`config.mk`:
```
export PLATFORM = sky130hd
export DESIGN_NAME = sim_irq_regs
export DESIGN_NICKNAME = d
export VERILOG_FILES = /design/src/hdl/ahb_mem_pkg.sv /design/src/hdl/sim_irq_regs.sv
export SDC_FILE = /design/constraint.sdc
export NUM_CORES = 1
export LEC_CHECK = 0
export BUFFER_PORTS_ARGS = -buffer_cell sky130_fd_sc_hd__buf_2
export CORE_MARGIN = 8
export CORE_UTILIZATION = 34
export DETAILED_ROUTE_END_ITERATION = 6
export GPL_TIMING_DRIVEN = 0
export PLACE_DENSITY_LB_ADDON = 0.05
export RECOVER_POWER = 50
export SYNTH_ARGS = -nofsm -noshare
export SYNTH_HDL_FRONTEND = slang
export SYNTH_SLANG_ARGS = --single-unit
```
`constraint.sdc`:
```
create_clock -name clk -period 2.8 [get_ports clk]
set_input_delay 0.7 -clock clk [delete_from_list [all_inputs] [get_ports clk]]
set_output_delay 0.7 -clock clk [all_outputs]
set_load 0.1 [all_outputs]
```
`src/hdl/ahb_mem_pkg.sv`:
```
/*
 * AHB dual-port memory shared definitions.
 * Widths, bus codes, register map and transfer context types.
 */
`default_nettype none

package ahb_mem_pkg;

// --------------------
// Widths and sizes
// --------------------
localparam int AHB_WIDTH      = 32;
localparam int BYTE_LANES     = AHB_WIDTH / 8;
localparam int MEM_ADDR_BITS  = 12;
localparam int WORD_ADDR_BITS = MEM_ADDR_BITS - 2;
localparam int MEM_DEPTH      = 2 ** WORD_ADDR_BITS;
localparam int IRQ_LINES_NUM  = 16;

// Register map, matched on the full address
localparam logic [AHB_WIDTH-1:0] SOFT_IRQ_ADDR = 32'hF000_0000;
localparam logic [AHB_WIDTH-1:0] EXT_IRQ_ADDR  = 32'hF000_0100;

// HRESP codes
localparam logic HRESP_OKAY  = 1'b0;
localparam logic HRESP_ERROR = 1'b1;

// --------------------
// Types
// --------------------
typedef logic [AHB_WIDTH-1:0]  word_t;
typedef logic [BYTE_LANES-1:0] be_t;

typedef enum logic [1:0] {
    HTRANS_IDLE   = 2'b00,
    HTRANS_BUSY   = 2'b01,
    HTRANS_NONSEQ = 2'b10,
    HTRANS_SEQ    = 2'b11
} htrans_e;

// Only the three sizes below are legal
typedef enum logic [2:0] {
    HSIZE_BYTE = 3'b000,
    HSIZE_HALF = 3'b001,
    HSIZE_WORD = 3'b010
} hsize_e;

typedef enum logic [1:0] {
    TARGET_MEM      = 2'b00,
    TARGET_SOFT_IRQ = 2'b01,
    TARGET_EXT_IRQ  = 2'b10
} target_e;

// Address-phase inputs of one port
typedef struct packed {
    htrans_e trans;
    hsize_e  size;
    logic    write;
    word_t   addr;
} ahb_req_t;

// Context carried from address phase into data phase
typedef struct packed {
    logic                      valid;
    logic                      err;
    logic                      write;
    target_e                   target;
    logic [WORD_ADDR_BITS-1:0] word_addr;
    be_t                       be;
} phase_t;

endpackage

`default_nettype wire
```
`src/hdl/sim_irq_regs.sv`:
```
/*
 * Simulation interrupt registers on the data port.
 * Soft IRQ bit and external IRQ lines, merged into the read path.
 */
`timescale 1ns/1ps
`default_nettype none

module sim_irq_regs (
    input  logic                                 clk,
    input  logic                                 rst_n,
    input  ahb_mem_pkg::word_t                   dmem_addr,
    input  ahb_mem_pkg::phase_t                  phase,
    input  ahb_mem_pkg::word_t                   hwdata,
    input  ahb_mem_pkg::word_t                   mem_rdata,
    output ahb_mem_pkg::word_t                   rdata,
    output logic                                 soft_irq,
    output logic [ahb_mem_pkg::IRQ_LINES_NUM-1:0] irq_lines
);

import ahb_mem_pkg::*;

logic  reg_wr;
logic  soft_wr;
logic  ext_wr;
word_t soft_word;
word_t ext_word;
word_t reg_word_q;

// --------------------
// Register writes
// --------------------
assign reg_wr  = phase.valid && phase.write && !phase.err;
assign soft_wr = reg_wr && (phase.target == TARGET_SOFT_IRQ);
assign ext_wr  = reg_wr && (phase.target == TARGET_EXT_IRQ);

always_ff @(posedge clk) begin
    if (!rst_n) begin
        soft_irq  <= 1'b0;
        irq_lines <= '0;
    end else begin
        if (soft_wr) begin
            soft_irq <= hwdata[0];
        end
        if (ext_wr) begin
            irq_lines <= hwdata[IRQ_LINES_NUM-1:0];
        end
    end
end

// --------------------
// Register reads
// --------------------

// Pending write folded in, same as RAM forwarding
assign soft_word = word_t'(soft_wr ? hwdata[0] : soft_irq);
assign ext_word  = word_t'(ext_wr ? hwdata[IRQ_LINES_NUM-1:0] : irq_lines);

// Sampled in the address phase
always_ff @(posedge clk) begin
    if (dmem_addr == SOFT_IRQ_ADDR) begin
        reg_word_q <= soft_word;
    end else if (dmem_addr == EXT_IRQ_ADDR) begin
        reg_word_q <= ext_word;
    end else begin
        reg_word_q <= '0;
    end
end

assign rdata = (phase.target == TARGET_MEM) ? mem_rdata : reg_word_q;

endmodule

`default_nettype wire

```
==> flow_summary.yaml <==
logic_synthesis:
  synth_fp_nets: 266
  postSynthAreaPerCell_um2: 10.2
  synth_edf_count: 0
  synth_area_leaders: "dfxtp_1 44%, mux2i_1 11%, mux2_1 10%"
  ys.flop_type: "dfxtp_1"
  yosys_warnings: 0
  synth-seq-area-share: 0.437
  yosysTopAreaCellShare: 0.437
  synthMostInstantiatedCell: "dfxtp_1"
  synth_cell_types: 30
  syn_inst: 149
  synth-seq-cells: 33
  synth_area_mm2: 0.00151
  synth_top_area_cell: "dfxtp_1"
  yosys-top-cells-count: "33 x dfxtp_1, 20 x nor2_1, 16 x and2_1, 16 x mux2i_1, 16 x nor2b_1"
  synthArstFlopShare: 0
detailed_routing:
  wire_per_inst_um: 14.3
  post-route-drc-count: 0
  drt_iter0_markers: 78
  vias: 1537
  final_antenna_net_count: 0
  drt_first_pass_iters: 4
  wl_mm: 4.89
  vias_per_cell: 4.49
status:
  outcome: "finished clean"
cells_and_area:
  area_growth_pct: 55.7
  fin_nets: 407
  antennaDiodeCount: 0
  drive_gt1_frac: 0.545
  fill_cells: 432
timing:
  tightest_slew_ns: 1.21
  rsz0062_at_grt: "no"
  finalHoldViolations: 0
  setup_violations: 0
  max-slew-margin-rel: 0.198
  max_freq_mhz: 379
  drv_slew: 0
  finalWorstPathRequiredPeriod_ns: 2.64
  period_share: 0.941
  setup_tns_ns: 0
  finClkSkew_ns: 0.00385
global_route:
  first_global_vias: 1558
  grt_usage: 0.136
  antenna_found_initial: 0
  grt_remaining_overflow: 0
  grt_max_degree: 11
  grt_pass1_wl_mm: 7.13
setup_path:
  cp_data_required_time_ns: 2.10
  path_max_fanout: 10
  crit_path_frequent_cell: "clkbuf_1"
  crit_type: "in2out"
  cp-start-kind: "input pin"
  crit_arrival_ns: 1.94
  slowest_delay_ns: 0.42
  crit_slowest_cell: "buf_2"
  r2r_cells: 3
  cp-end-kind: "output port"
  worstPathCellList: "clkbuf_1 > nor2_4 > clkbuf_1 > and2_2 > buf_2"
pwr:
  p_comb_frac: 0.261
  power.density_mw_per_mm2: 476
  vdd_drop_max_mv: 0.353
  power_switching_uw: 368
  pwr-share-clk: 0.316
  total_leakage_power_uw: 0.00110
  seqPwrFrac: 0.423
  p_int_uw: 753
  fin_total_pwr_uw: 1120
  swShare: 0.328
hold_path:
  worstHoldPathCells: 2
  min_path_type: "reg2reg"
clock_tree:
  cts.clk_slew.worst_paths_ns: 0.06
  htreeDepth: 2
  cts_tree: "done"
  cts_made_buffers: 5
  cts_root_buffer: "clkbuf_8"
  postCtsHoldBufs: 0
  insertion_delay_ns: 0.28
  postCtsSetupBuffers: 0
  clock_path_buffers: 2
  clkSinkCount: 33
flow_run:
  maxCapViolCount: 0
floorplan:
  fp.dieW_um: 82.7
  placementRows: 24
  initial_core_util: 0.350
  die_h_um: 82.7
  pin_count: 166
  dieArea_mm2: 0.00684
  placeableCoreArea_mm2: 0.00432
placement:
  detailed_place_hpwl_mm: 4.07
  io_buffers: 134
  gp_congestion: 0.704
[critical path, delay by kind of cell]
| kind | cells | cell delay [ns] |
|---|---|---|
| buffers and inverters | 3 | 0.85 |
| and+or+nand+nor | 2 | 0.38 |
[per-layer routing]
| layer | track usage | vias up | share of wire |
|---|---|---|---|
| met3 | 0.0444 | 3 | 0.10 |
| met1 | 0.143 | 685 | 0.37 |
| met2 | 0.248 | 63 | 0.52 |
| li1 | - | 786 | - |
| met5 | 0 | - | 0 |
| met4 | 0.0466 | 0 | 0.0047 |
[final timing paths]
path                                             from                    end  slack [ns]
worst max-delay path                        phase[14]              rdata[24]        0.16
worst max register to register  soft_irq$_SDFFE_PN0P_  reg_word_q[0]$_DFF_P_        1.81
worst min-delay path            soft_irq$_SDFFE_PN0P_  soft_irq$_SDFFE_PN0P_        0.51
worst min register to register  soft_irq$_SDFFE_PN0P_  soft_irq$_SDFFE_PN0P_        0.51
[final cells by class]
cell class | count | area [um^2] | share of cell area
inverter | 2 | 7.51 | 0.00319
buffer | 8 | 55.1 | 0.0234
clock buffer | 7 | 86.3 | 0.0366
tap | 52 | 65.1 | 0.0276
sequential | 33 | 661 | 0.280
timing repair buffer | 134 | 671 | 0.285
multi-input combinational | 106 | 811 | 0.344
[power groups by stage]
stage | Clock (uW) | Sequential [uW] | Combinational (uW)
after floorplan | 0 | 507 | 183
after global placement | 0 | 484 | 290
after detailed placement | 0 | 485 | 292
after CTS | 366 | 474 | 293
after global routing | 383 | 474 | 307
final | 355 | 474 | 292
[state kept, by name, summed over array words and instances (netlist names)]
name	cells
irq_lines	16
reg_word_q	16
soft_irq	1
[cells in the final DEF, fill, tap and decap left out, drive strengths merged, types with 2 or more instances in the layout]
cell type	instances
buf	110
clkbuf	39
dfxtp	33
nor2	21
and2	16
mux2i	16
nor2b	16
mux2	16
nor4	5
inv	2
nand4	2
nand2	2
[kinds of logic after synthesis]
group,Yosys count,synth area share
DFF,33,0.437
and+or+nand+nor,69,0.271
buffers and inverters,10,0.0405
muxes,32,0.225
AOI/OAI and AO/OA,5,0.0265
[through the flow]
stage / cell area (um^2) / utilization / setup slack [ns] / hold WS (ns) / cells
3_3_place_gp: 2270 / 0.525 / -0.156 / 0.495 / 335
4_1_cts: 2360 / 0.546 / 0.0446 / 0.510 / 342
5_1_grt: 2360 / 0.545 / 0.0748 / 0.536 / 342
6_report: 2360 / 0.545 / 0.164 / 0.508 / 342
2_1_floorplan: 1530 / - / 0.000252 / 0.828 / 149
3_5_place_dp: 2270 / 0.525 / -0.155 / 0.499 / 335
[what timing repair did]
| action | CTS | global route |
|---|---|---|
| cloned | 0 | 0 |
| hold endpoints to repair | 0 | 0 |
| setup endpoints to repair | 30 | 19 |
| resized for setup | 3 | 10 |
Power figures use the tool's default switching activity.
