## config.mk

```make
export PLATFORM = sky130hd
export DESIGN_NAME = ahb_port_ctrl
export DESIGN_NICKNAME = d
export VERILOG_FILES = /design/src/hdl/ahb_mem_pkg.sv /design/src/hdl/ahb_port_ctrl.sv
export SDC_FILE = /design/constraint.sdc
export NUM_CORES = 1
export LEC_CHECK = 0
export BUFFER_PORTS_ARGS = -buffer_cell sky130_fd_sc_hd__buf_2
export CORE_ASPECT_RATIO = 1.2
export CORE_UTILIZATION = 27
export CTS_CLUSTER_SIZE = 20
export DETAILED_ROUTE_END_ITERATION = 12
export PLACE_DENSITY = 0.77
export SLEW_MARGIN = 15
export SYNTH_ARGS = -nofsm -noshare
export SYNTH_HDL_FRONTEND = slang
export SYNTH_SLANG_ARGS = --single-unit
```

## constraint.sdc

```tcl
create_clock -name clk -period 1.05 [get_ports clk]
set_clock_uncertainty 0.1 [all_clocks]
set_input_delay 0.105 -clock clk [delete_from_list [all_inputs] [get_ports clk]]
set_output_delay 0.105 -clock clk [all_outputs]
set_load 0.03 [all_outputs]
```

## src/hdl/ahb_mem_pkg.sv

```systemverilog
/*
 * AHB dual-port memory shared definitions.
 * Widths, bus codes, register map and transfer context types.
 */
`default_nettype none

package ahb_mem_pkg;

// --------------------
// Widths and sizes
// --------------------
localparam int AHB_WIDTH      = 32;
localparam int BYTE_LANES     = AHB_WIDTH / 8;
localparam int MEM_ADDR_BITS  = 12;
localparam int WORD_ADDR_BITS = MEM_ADDR_BITS - 2;
localparam int MEM_DEPTH      = 2 ** WORD_ADDR_BITS;
localparam int IRQ_LINES_NUM  = 16;

// Register map, matched on the full address
localparam logic [AHB_WIDTH-1:0] SOFT_IRQ_ADDR = 32'hF000_0000;
localparam logic [AHB_WIDTH-1:0] EXT_IRQ_ADDR  = 32'hF000_0100;

// HRESP codes
localparam logic HRESP_OKAY  = 1'b0;
localparam logic HRESP_ERROR = 1'b1;

// --------------------
// Types
// --------------------
typedef logic [AHB_WIDTH-1:0]  word_t;
typedef logic [BYTE_LANES-1:0] be_t;

typedef enum logic [1:0] {
    HTRANS_IDLE   = 2'b00,
    HTRANS_BUSY   = 2'b01,
    HTRANS_NONSEQ = 2'b10,
    HTRANS_SEQ    = 2'b11
} htrans_e;

// Only the three sizes below are legal
typedef enum logic [2:0] {
    HSIZE_BYTE = 3'b000,
    HSIZE_HALF = 3'b001,
    HSIZE_WORD = 3'b010
} hsize_e;

typedef enum logic [1:0] {
    TARGET_MEM      = 2'b00,
    TARGET_SOFT_IRQ = 2'b01,
    TARGET_EXT_IRQ  = 2'b10
} target_e;

// Address-phase inputs of one port
typedef struct packed {
    htrans_e trans;
    hsize_e  size;
    logic    write;
    word_t   addr;
} ahb_req_t;

// Context carried from address phase into data phase
typedef struct packed {
    logic                      valid;
    logic                      err;
    logic                      write;
    target_e                   target;
    logic [WORD_ADDR_BITS-1:0] word_addr;
    be_t                       be;
} phase_t;

endpackage

`default_nettype wire
```

## src/hdl/ahb_port_ctrl.sv

```systemverilog
/*
 * AHB-Lite port controller.
 * Decodes the address phase into a registered data-phase context
 * and forms HRESP and lane-masked HRDATA during the data phase.
 */
`timescale 1ns/1ps
`default_nettype none

module ahb_port_ctrl #(
    parameter bit HAS_WRITE = 1'b1
) (
    input  logic                  clk,
    input  logic                  rst_n,
    input  ahb_mem_pkg::ahb_req_t req,
    input  ahb_mem_pkg::word_t    rdata,
    output ahb_mem_pkg::phase_t   phase,
    output ahb_mem_pkg::word_t    hrdata,
    output logic                  hresp
);

import ahb_mem_pkg::*;

be_t     be_next;
logic    size_ok;
logic    valid_next;
logic    err_next;
logic    write_next;
target_e target_next;
word_t   lane_mask;

// --------------------
// Address phase decode
// --------------------

// Byte enables from size and low address bits
always_comb begin
    be_next = '0;
    size_ok = 1'b1;
    case (req.size)
        HSIZE_BYTE: begin
            be_next = be_t'(1) << req.addr[1:0];
        end
        HSIZE_HALF: begin
            be_next = req.addr[1] ? 4'b1100 : 4'b0011;
        end
        HSIZE_WORD: begin
            be_next = '1;
        end
        default: begin
            size_ok = 1'b0;
        end
    endcase
end

// Only NONSEQ with a legal size is a good transfer
always_comb begin
    valid_next = 1'b0;
    err_next   = 1'b0;
    case (req.trans)
        HTRANS_IDLE: begin
            // No transfer, OKAY data phase
            valid_next = 1'b0;
        end
        HTRANS_NONSEQ: begin
            valid_next = 1'b1;
            err_next   = ~size_ok;
        end
        default: begin
            // BUSY and SEQ are not supported
            valid_next = 1'b1;
            err_next   = 1'b1;
        end
    endcase
end

if (HAS_WRITE) begin : g_write
    // Register targets are matched on the full address
    always_comb begin
        write_next = req.write;
        if (req.addr == SOFT_IRQ_ADDR) begin
            target_next = TARGET_SOFT_IRQ;
        end else if (req.addr == EXT_IRQ_ADDR) begin
            target_next = TARGET_EXT_IRQ;
        end else begin
            target_next = TARGET_MEM;
        end
    end
end else begin : g_read_only
    assign write_next  = 1'b0;
    assign target_next = TARGET_MEM;
end

// Data phase context, updated every cycle
always_ff @(posedge clk) begin
    if (!rst_n) begin
        phase <= '0;
    end else begin
        phase.valid     <= valid_next;
        phase.err       <= err_next;
        phase.write     <= write_next;
        phase.target    <= target_next;
        phase.word_addr <= req.addr[MEM_ADDR_BITS-1:2];
        phase.be        <= be_next;
    end
end

// --------------------
// Data phase response
// --------------------
always_comb begin
    lane_mask = '0;
    for (int i = 0; i < BYTE_LANES; i++) begin
        lane_mask[8*i +: 8] = {8{phase.be[i]}};
    end
end

assign hresp = (phase.valid && phase.err) ? HRESP_ERROR : HRESP_OKAY;

// Zero for idle, error and write data phases
assign hrdata = (phase.valid && !phase.err && !phase.write) ? (rdata & lane_mask) : '0;

endmodule

`default_nettype wire

```

==> results.md, run 1 <==
Die:
- After floorplanning, the core was sized to cover roughly 3000 um^2.
- The standard-cell row count is 22.
- For this design the top-level I/O count stands at 124.
- The die is approximately 54 um wide.
- The effective utilization at floorplan is 0.282.
- The area of the die is 3420 um^2.
- The die is 63.9 um tall.

Timing:
- Setup repair after global routing could not meet its margin everywhere.
- The post-route worst hold slack is 0.000828 ns.
- Setup violations remaining at the end of the flow were counted as 38.
- The transition time of the tightest slew-check pin is 0.283 ns.
- After layout, the minimum clock period comes to 1.63 ns.
- Static timing analysis puts the maximum clock frequency at 614 MHz.
- Headroom to the max-slew limit came out at 0.810.
- After layout, the worst setup slack is -0.579 ns.
- The hold violation count in the final report is 0.
- The count of pins over their slew limit is 0.
- Dividing the final minimum period by the clock period gives 1.55.

Routing:
- The number of remaining DRC errors is 0.
- The average via count per standard cell is 4.77.
- The number of vias after detailed routing is 1356.
- Dividing the detail-routed wire length by the instance count gives 12.7 um.
- The post-detailed-route count of antenna-violating nets is 0.
- The first TritonRoute pass finished after 4 iterations.
- The routed wire length is roughly 3600 um.
- The first routing iteration left 37 violations.

GRT:
- Summed over all layers, the global routing overflow is 0.
- The via count of the first global-routing pass is 1397.
- The initial antenna violation count came to 0.
- In the global route stage, overall resource usage came out at 0.207.
- The first global-routing pass estimated 5310 um of wire.
- Entering global routing, the biggest net connects 17 pins.

Critical path:
- The family with the most delay on the worst path is buffers and inverters.
- In this design, the critical path's most frequently occurring cell is sky130_fd_sc_hd__buf_6.
- The critical path starts at phase[18]$_SDFF_PN0_.
- The number of buffers and inverters on the critical path is 3.
- The signal arrival time at the worst endpoint is between 1 and 1.5 ns.
- The critical path goes through nor3b_4 > buf_6 > buf_12 > and3_4 > buf_6.
- The type of element capturing the critical path is an output pin.
- The setup path with the least slack is of type flop to output pin.
- Of all nets on the critical path, the largest fanout is 16.
- The master of the slowest instance on the critical path is sky130_fd_sc_hd__dfxtp_4.
- Data on the critical path is required at its endpoint by 0.84 ns.
- The critical path runs through a total of 5 cells.
- The maximum cell stage delay along the critical path is 0.36 ns.
- The worst setup path is launched from a flop.

Clock network:
- TritonCTS built the clock tree.
- The total clock buffers created by CTS is 3.
- The count of H-tree levels built during CTS is 1.
- Counting every sink on the clock net gives 19.
- The clock-pin slew on the worst setup and hold paths is 0.10 ns.
- The maximum root-to-sink buffer count is 2.
- In this run the clock root is driven by a sky130_fd_sc_hd__clkbuf_4.

Finish:
- In the layout the commonest cells are 75 x sky130_fd_sc_hd__buf_2, 44 x sky130_fd_sc_hd__buf_6, 30 x sky130_fd_sc_hd__and3_4.
- In the final layout, the registers with the most flip-flops are phase: 19 flops.
- The register with the most flip-flops in the layout has 19 of them.
- The final core utilization is 0.746.
- Leaving out fill and tap cells, the most frequent cell in the layout is sky130_fd_sc_hd__buf_2.
- The layout-stage area growth over the synthesis result is 164%.
- After the last flow step, the layout net total stands at between 300 and 400.
- For this run, the number of standard cells in the final layout without fillers is 284.
- The register with the most flip-flops in the final layout is phase.
- The layout cell share with drive strength beyond 1 is 0.722.
- The finished layout cell area is 2280 um^2.
- 0 antenna diodes ended up in the layout.

Synthesis:
- The synthesized netlist net count is 170.
- The synthesized design spends more area on one cell type than any other, namely sky130_fd_sc_hd__dfxtp_1.
- For this run, the register share of the synthesized area comes to 0.441.
- The area fraction of the dominant cell type after synthesis is 0.441.
- The post-synthesis instance area is 862 um^2.
- Synthesis instantiated 19 different standard cells from the library.
- Each instance of the synthesized netlist takes up on average just under 9 um^2.
- In the synthesized netlist, the number of instances is 98.
- In the post-synthesis netlist, the biggest area contributors are sky130_fd_sc_hd__dfxtp_1 44%, sky130_fd_sc_hd__and3_1 23%, sky130_fd_sc_hd__and2_1 8.7%, sky130_fd_sc_hd__nor4_1 4.4%, sky130_fd_sc_hd__nor4b_2 3.5%.
- In this run, synthesis produced a sequential element count of 19.
- During synthesis, Yosys emitted a total of 0 warnings.

Placement:
- Input and output buffers added on the ports amount to 123.
- The estimated wirelength of the detail-placed design is 2450 um.
- The cell area after placement is between 1500 and 2000 um^2.
- In this run, placement finished with an instance count of 260.
- The global placement routability congestion is 0.767.

Pwr:
- The reported leakage power is 1.11 nW.
- The peak ir drop on the vdd network is ~0.85 mV.
- Dividing total power by cell area gives a power density of 747 nW/um^2.

Status:
- The run finished, with violations left.
- The final reports fail on negative setup slack.

Min path:
- The path type of the worst min-delay path is input pin to flop.
- The instance count along the most critical hold path is 4.
- The startpoint identified for the worst hold timing path is req[21].
- The endpoint of the worst hold path is phase[15]$_SDFF_PP0_.

Job:
- Max-cap violations in this run came to 0.
==> Yosys cell counts <==
| master | count |
|---|---|
| sky130_fd_sc_hd__nand3b_1 | 1 |
| sky130_fd_sc_hd__inv_1 | 3 |
| sky130_fd_sc_hd__nor3_1 | 1 |
| sky130_fd_sc_hd__nor4b_2 | 2 |
| sky130_fd_sc_hd__nand2b_1 | 1 |
| sky130_fd_sc_hd__nor3b_2 | 1 |
| sky130_fd_sc_hd__nand3_1 | 1 |
| sky130_fd_sc_hd__nand2_1 | 1 |
| sky130_fd_sc_hd__and2_1 | 12 |
| sky130_fd_sc_hd__nor2_1 | 4 |
| sky130_fd_sc_hd__a21oi_1 | 4 |
| sky130_fd_sc_hd__clkbuf_1 | 4 |
| sky130_fd_sc_hd__a21boi_0 | 1 |
| sky130_fd_sc_hd__o21a_1 | 1 |
| sky130_fd_sc_hd__dfxtp_1 | 19 |
| sky130_fd_sc_hd__and3_1 | 32 |
| sky130_fd_sc_hd__nand4_1 | 2 |
| sky130_fd_sc_hd__o21ai_0 | 2 |
| sky130_fd_sc_hd__nor4_1 | 6 |
==> report_power, final <==
group	internal, W	total [W]	switching [W]
logic	0.000309	0.000562	0.000253
registers	0.000752	0.000781	0.0000293
clock network	0.000148	0.000358	0.000210
total	0.00121	0.00170	0.000492
==> worst max path at each step <==
stage                             to  slack (ns)
after floorplan            hrdata[0]       -0.24
after detailed placement  hrdata[28]       -0.27
after global routing       hrdata[8]       -0.66
after global placement    hrdata[16]       -0.26
after CTS                  hrdata[8]       -0.59
final                     hrdata[28]       -0.58
==> per-stage QoR <==
step	setup WS, ns	setup TNS, ns	total power [W]
2_1_floorplan	-0.244	-7.54	0.00101
3_3_place_gp	-0.260	-8.04	0.00122
3_5_place_dp	-0.275	-8.55	0.00123
4_1_cts	-0.585	-18.94	0.00169
5_1_grt	-0.659	-21.67	0.00180
6_report	-0.579	-18.78	0.00170
==> repair_timing <==
item                                    in CTS  in global routing
gates cloned                                 1                  0
gates resized for setup                     93                 12
pin swaps                                    1                  0
hold endpoints to repair                    18                  3
endpoints found under the setup margin      40                 51
hold buffers                                14                  3
setup buffers                                3                  1
==> layout make-up <==
class                      count  area, um^2
tap                           36        45.0
fill                         212         777
timing repair buffer         150        1170
multi-input combinational     72         619
clock buffer                   4        26.3
sequential                    19         402
inverter                       3        11.3
==> tightest hold or removal path, stage by stage <==
cell	delay (ns)
sky130_fd_sc_hd__buf_2	0.08
sky130_fd_sc_hd__nor2_1	0.04
sky130_fd_sc_hd__nand4_1	0.08
sky130_fd_sc_hd__nor4_1	0.06
==> layer usage <==
metal | GRT usage | part of all wire | up-vias
li1 | - | - | 656
met1 | 0.173 | 0.33 | 603
met2 | 0.430 | 0.54 | 92
met3 | 0.0571 | 0.11 | 5
met4 | 0.0559 | 0.0089 | 0
met5 | 0 | 0 | -
==> logic make-up (layout without fill, tap and decap cells) <==
| kind of cell | after synthesis | after routing | synth area share |
|---|---|---|---|
| flops | 19 | 19 | 0.441 |
| compound gates | 8 | 8 | 0.0523 |
| buf+inv | 7 | 157 | 0.0305 |
| simple gates | 64 | 64 | 0.476 |
Note: power is estimated with default switching activity, not from simulation.
==> run 2, diff against run 1 <==
Settings changed: BUFFER_PORTS_ARGS -buffer_cell sky130_fd_sc_hd__buf_2 to not set, CORE_AREA set to 2 2 48 50, CORE_ASPECT_RATIO 1.2 to not set, CORE_UTILIZATION 27 to not set, DIE_AREA set to 0 0 50 52, DONT_BUFFER_PORTS set to 1, PLACE_DENSITY 0.77 to not set.
==> run 2 against run 1 <==
Effect of this change:
- the run ends with negative hold slack, negative setup slack left
- via count decreased by 32%
- routed wire length decreased by 13%
- sequential power increased by 5.9%
- fmax increased by 4.2%
- sequential share of layout area increased by 8.0 points
- worst hold slack got worse by 0.065 ns
- cell area decreased by 31%
- total power decreased by 10%
- utilization decreased by 0.24 points
- cell count decreased by 43%
- critical endpoint unchanged
==> results.md, run 2 (synthesis results as in run 1) <==
Clock network:
- The CTS tree is yes.
- The clock-pin slew on the worst setup and hold paths is 0.10 ns (about the same).
- The total clock buffers created by CTS is 3 (unchanged).
- The count of H-tree levels built during CTS is 1 (unchanged).
- The number of clock sinks seen by CTS is 19 (unchanged).
- The maximum root-to-sink buffer count is 2 (unchanged).
- The cell at the root of the clock tree is sky130_fd_sc_hd__clkbuf_4.

Critical path:
- The maximum fanout encountered on the critical timing path was 16 (unchanged).
- For this design, the slowest cell found on the critical path is sky130_fd_sc_hd__dfxtp_2.
- By startpoint and endpoint, the worst setup path is classified as flop to output pin.
- The critical path required time is 0.84 ns (about the same).
- Walking the worst path, the cells encountered are nor3b_4 > buf_6 > buf_12 > and3_4.
- The maximum cell stage delay along the critical path came to 0.35 ns (about the same).
- STA classifies the critical path endpoint as an output pin.
- The worst path buffer plus inverter count is 2 (-1).
- The kind of cell with the highest combined delay along the critical path is simple AND/OR/NAND/NOR gates.
- The signal arrival time at the worst endpoint is 1.36 ns (-0.06 ns).
- The element type at the critical path start is a flop.

GRT:
- The global-route congestion overflow total was 0 (unchanged).
- The via count of the first global-routing pass is 892 (-36%).
- The wire length of the first global-routing pass was 3970 um (-25%).
- The initial antenna violation count is 0 (unchanged).
- The total global routing track utilization came to 0.200 (-0.00702).
- The largest net degree at the start of global routing was 33 (+16).

Timing:
- The post-route worst hold slack is -0.0637 ns (-0.0646 ns).
- The upper clock frequency limit is 639 MHz (+4.2%).
- The post-layout worst setup margin is -0.514 ns (+0.0654 ns).
- The relative slew slack is 0.750 (-0.0595).
- The count of pins over their slew limit is 0 (unchanged).
- The time the final worst path needs with I/O delays and setup is 1.56 ns (-0.0654 ns).
- Setup repair after global routing could not meet its margin everywhere.
- The post-route setup TNS came to -16.32 ns (+2.46 ns).
- The hold violation count in the final report was 2 (+2).
- The count of endpoints failing setup in the final report was 34 (-11%).
- The portion of the clock cycle consumed by the worst path in the final layout is 1.49 (-0.0623).
- The transition time of the tightest slew-check pin is 0.375 ns (+0.0919 ns).

Finish:
- The post-layout instance count excluding filler cells was 163 (-43%).
- The layout cell share with drive strength beyond 1 is 0.459 (-0.263).
- The top cell types in the final layout, fill and taps aside, are 32 x sky130_fd_sc_hd__and3_4, 12 x sky130_fd_sc_hd__dlygate4sd3_1, 12 x sky130_fd_sc_hd__dfxtp_1.
- The finished layout cell area is 1570 um^2 (-31%).
- The number of flip-flops in the largest register is 19 (unchanged).
- The number of nets in the layout was 208 (-35%).
- The commonest non-fill, non-tap cell in the layout is sky130_fd_sc_hd__and3_4.
- The antenna cell count was 0 (unchanged).
- Counting flops per register, the top entry is phase.
- The largest registers in the layout are phase: 19 flops.
- From synthesis to final layout, the design area changed by 81.6%.

Placement:
- The number of placed instances with taps included is 130 (-50%).
- The estimated wirelength of the detail-placed design came to 1890 um (-23%).
- The global placement routability congestion is 0.763 (-0.56%).
- The total of buffers placed on input and output ports is 0 (-100%).
- The cell area after placement came to 1120 um^2 (-36%).

Min path:
- The tightest min-delay check is of the input pin to flop type.

Die:
- The core outline area is 2110 um^2 (-31%).
- The overall die height is 52 um (-19%).
- The number of top-level pins is 124 (unchanged).
- The area of the die is 2600 um^2 (-24%).
- The standard-cell row count came to 17 (-23%).
- The die outline width is 50 um (-6.7%).
- The effective utilization at floorplan was 0.409 (+0.127).

Routing:
- The average via count per standard cell is 5.69 (+19%).
- The iteration count of the initial detailed-routing pass is 5 (+1).
- The post-detailed-route count of antenna-violating nets is 0 (unchanged).
- The routed wire length is 3130 um (-13%).
- The average wire per standard cell was 19.2 um (+51%).
- The number of remaining DRC errors was 0 (unchanged).
- The number of vias after detailed routing was 928 (-32%).
- The first-iteration detailed-routing DRC count is 12 (-68%).

Job:
- The reported max-cap violation count came to 0 (unchanged).

Pwr:
- The peak ir drop on the vdd network is 0.843 mV (-0.32%).
- The reported leakage power was 0.703 nW (-37%).
- The power density relative to cell area is 975 nW/um^2 (+31%).

Status:
- The checks that failed: negative hold slack, negative setup slack.
- The flow ran to the end, but the final reports show violations.
## run 2: cell count changes in the layout (fill, tap and decap cells not counted), moves of 2 or more
cell	delta
sky130_fd_sc_hd__dlymetal6s4s_1	+7
sky130_fd_sc_hd__dlymetal6s2s_1	+7
sky130_fd_sc_hd__dlygate4sd3_1	-5
sky130_fd_sc_hd__nor4_2	+4
sky130_fd_sc_hd__buf_6	-36
sky130_fd_sc_hd__and3_4	+2
sky130_fd_sc_hd__clkbuf_4	-5
sky130_fd_sc_hd__and3_2	-2
sky130_fd_sc_hd__buf_4	-5
sky130_fd_sc_hd__buf_2	-75
sky130_fd_sc_hd__nor4_1	-4
## run 2: timing repair
item                                   CTS  global route
cloned                                   0             2
hold buffers                            24             2
endpoints found under the hold margin   19             4
setup buffers                            0             1
pin swaps                                1            10
resized for setup                       18            27
setup endpoints to repair               37            45
## run 2: routing by layer
layer,global-route usage,share of wire,vias to the layer above
met1,0.185,0.32,413
li1,-,-,433
met3,0.0718,0.13,2
met4,0.0926,0.0064,0
met5,0,0,-
met2,0.384,0.55,80
## run 2: layout make-up
| cell class | count | area, um^2 |
|---|---|---|
| flip-flops and latches | 19 | 402 |
| multi-input cells | 72 | 653 |
| repair buffers | 37 | 438 |
| fillers | 123 | 541 |
| inverters | 3 | 11.3 |
| well taps | 28 | 35.0 |
| clock buffers | 4 | 26.3 |
## run 2: worst paths after layout
| path | to | startpoint | depth (start not counted) | slack [ns] |
|---|---|---|---|---|
| max | hrdata[28] | phase[16]$_SDFF_PN0_ | 4 | -0.51 |
| min | phase[15]$_SDFF_PP0_ | req[15] | 3 | -0.06 |
## run 2: per-stage QoR
stage | setup WS [ns] | utilization | power, W
finish | -0.514 | 0.743 | 0.00153
global route | -0.566 | 0.743 | 0.00158
CTS | -0.492 | 0.681 | 0.00148
detailed placement | -0.199 | 0.532 | 0.00104
global placement | -0.171 | 0.532 | 0.00103
floorplan | -0.244 | - | 0.00101
## run 2: power breakdown
group | leakage, nW | switching, W | total (W) | internal, W
Combinational | 0.527 | 0.000163 | 0.000347 | 0.000183
Sequential | 0.161 | 0.0000748 | 0.000827 | 0.000752
Clock | 0.0150 | 0.000205 | 0.000353 | 0.000148
==> run 3, diff against run 2 <==
Settings changed: CELL_PAD_IN_SITES_DETAIL_PLACEMENT set to 1, CELL_PAD_IN_SITES_GLOBAL_PLACEMENT set to 2, CORE_AREA 2 2 48 50 to not set, CORE_ASPECT_RATIO set to 1.2, CORE_UTILIZATION set to 23, DIE_AREA 0 0 50 52 to not set, PLACE_DENSITY_LB_ADDON set to 0.1.
==> run 3 against run 2 <==
Effect of this change:
- the run ends with design-rule violations, negative hold slack, negative setup slack left
- first-iteration DRC count rose to 2.5 times the previous value
- worst hold slack improved by 0.036 ns
- clock power rose by 44%
- sequential share of layout area rose by 0.94 points
- cell area fell by 3.5%
- via count fell by 2.3%
- sequential power barely moved
- cell count rose by 3.7%
- largest cell class unchanged
- largest power group unchanged
- highest routed layer unchanged
==> results.md, run 3 (synthesis results as in run 1) <==
Status:
- The flow ran to the end, but the final reports show violations.
- The final reports fail on design-rule violations, negative hold slack, negative setup slack.

Min path:
- The instance count along the most critical hold path is 3 (unchanged).
- The path class of the tightest hold or removal check is input pin to flop.
- In this run the most critical hold path is launched from req[21].

Routing:
- The routed wire length is 2640 um (-15%).
- The average via count per standard cell is 5.37 (-5.7%).
- The post-detailed-route count of antenna-violating nets is 0 (unchanged).
- The number of vias after detailed routing came to 907 (-2.3%).
- The iteration count of the initial detailed-routing pass is 10 (+5).
- The first-iteration detailed-routing DRC count is 30 (+18).
- The average wire per standard cell is 15.6 um (-18%).
- The number of remaining DRC errors is 9 (+9).

Timing:
- The post-layout worst setup margin is -0.436 ns (+0.0775 ns).
- The upper clock frequency limit is 673 MHz (+5.2%).
- The time the final worst path needs with I/O delays and setup is 1.49 ns (-0.0775 ns).
- The hold violation count in the final report was 3 (+1).
- Setup repair after global routing could not meet its margin everywhere.
- The portion of the clock cycle consumed by the worst path in the final layout was 1.42 (-0.0738).
- The relative slew slack is 0.745 (-0.00514).
- The count of pins over their slew limit is 0 (unchanged).
- The post-route setup TNS came to -13.70 ns (+2.62 ns).
- The post-route worst hold slack is -0.0282 ns (+0.0355 ns).
- The count of endpoints failing setup in the final report is 33 (-2.9%).
- The transition time of the tightest slew-check pin is 0.379 ns (+0.00421 ns).

Placement:
- The cell area after placement is 1130 um^2 (+1.2%).
- The pre-CTS setup slack is -0.192 ns (+0.00768 ns).
- The total of buffers placed on input and output ports is 0 (unchanged).
- The global placement routability congestion is 0.675 (-12%).
- The estimated wirelength of the detail-placed design is 1880 um (-0.16%).

Critical path:
- The type of the worst setup path is flop to output pin.
- The signal arrival time at the worst endpoint is 1.28 ns (-0.08 ns).
- The cell depth of the worst setup path is 3 (-1).
- The maximum fanout encountered on the critical timing path is 32 (+16).
- The cell family contributing the most delay on the critical path is simple AND/OR/NAND/NOR gates.
- The critical path required time is 0.84 ns (about the same).
- The worst setup path is captured at an output pin.
- On the critical path, the stage with the largest delay is an instance of sky130_fd_sc_hd__dfxtp_2.
- Traced cell by cell, the critical path runs through nor3b_4 > buf_12 > and3_4.
- The maximum cell stage delay along the critical path came to 0.34 ns (about the same).
- The origin of the worst setup path is phase[16]$_SDFF_PN0_.
- The worst setup path is launched from a flop.
- The worst path buffer plus inverter count is 1 (-1).

Die:
- The number of top-level pins is 124 (unchanged).
- The core outline area is 3600 um^2 (+71%).
- The area of the die is 4000 um^2 (+54%).
- The effective utilization at floorplan was 0.239 (-0.170).
- The overall die height is 69.1 um (+33%).
- The die outline width is 57.9 um (+16%).
- The standard-cell row count is 24 (+7).

Clock network:
- The CTS tree is yes.
- The number of clock sinks seen by CTS is 19 (unchanged).
- The tree is rooted in a sky130_fd_sc_hd__clkbuf_8.
- The clock-pin slew on the worst setup and hold paths was 0.07 ns (-0.03 ns).
- The total clock buffers created by CTS is 3 (unchanged).
- The count of H-tree levels built during CTS was 1 (unchanged).
- The total of hold buffers inserted after clock tree synthesis came to 24 (unchanged).
- The maximum root-to-sink buffer count is 2 (unchanged).

Finish:
- The largest registers in the layout are phase: 19 flops.
- The number of fill cells is 405 (+230%).
- The finished layout cell area is 1510 um^2 (-3.5%).
- The number of nets in the layout is 203 (-2.4%).
- In the layout the commonest cells are 32 x sky130_fd_sc_hd__and3_4, 14 x sky130_fd_sc_hd__dlygate4sd3_1, 12 x sky130_fd_sc_hd__dfxtp_1.
- The antenna cell count was 0 (unchanged).
- The layout cell share with drive strength beyond 1 was 0.446 (-0.0131).
- Leaving out fill and tap cells, the most frequent cell in the layout is sky130_fd_sc_hd__and3_4.
- The number of flip-flops in the largest register was 19 (unchanged).
- The layout-stage area growth over the synthesis result is 75.2%.
- Counting flops per register, the top entry is phase.

GRT:
- The largest net degree at the start of global routing is 33 (unchanged).
- The global-route congestion overflow total is 0 (unchanged).
- The initial antenna violation count came to 0 (unchanged).
- The wire length of the first global-routing pass came to 3880 um (-2.3%).
- The via count of the first global-routing pass is 854 (-4.3%).
- The total global routing track utilization is 0.125 (-0.0749).

Pwr:
- The peak ir drop on the vdd network is 0.660 mV (-22%).
- The power density relative to cell area was 1080 nW/um^2 (+11%).
- The reported leakage power is 0.642 nW (-8.7%).

Job:
- The reported max-cap violation count was 0 (unchanged).
-- run 3: timing repair --
| item | in CTS | in global routing |
|---|---|---|
| cloned | 0 | 0 |
| resized for setup | 13 | 23 |
| pin swaps | 1 | 6 |
| endpoints found under the hold margin | 19 | 2 |
| buffers inserted | 0 | 0 |
| endpoints found under the setup margin | 37 | 43 |
-- run 3: per-layer routing --
metal	up-vias	track usage	part of all wire
met1	408	0.117	0.32
met3	2	0.0300	0.11
met4	0	0.0397	0.0079
met2	79	0.250	0.56
li1	418	-	-
met5	-	0	0
-- run 3: power breakdown --
group	internal, W	leakage, nW	switching, W	total (W)
Clock	0.000270	0.0228	0.000237	0.000507
Combinational	0.000154	0.458	0.000146	0.000301
Sequential	0.000753	0.161	0.0000737	0.000826
-- run 3: final cells by class --
cell class / count / area (um^2) / share of cell area
multi-input combinational: 72 / 647 / 0.428
sequential: 19 / 402 / 0.266
timing repair buffer: 32 / 357 / 0.236
tap: 39 / 48.8 / 0.0323
clock buffer: 4 / 45.0 / 0.0298
inverter: 3 / 11.3 / 0.00746
-- run 3: worst paths after layout --
kind                                   end
worst max-delay path             hrdata[6]
worst min-delay path  phase[15]$_SDFF_PP0_
-- run 3: stage by stage --
stage	util	instances	power (W)
2_1_floorplan	-	98	0.00101
3_3_place_gp	0.315	141	0.00104
3_5_place_dp	0.315	141	0.00104
4_1_cts	0.402	169	0.00163
5_1_grt	0.419	169	0.00173
6_report	0.419	169	0.00163
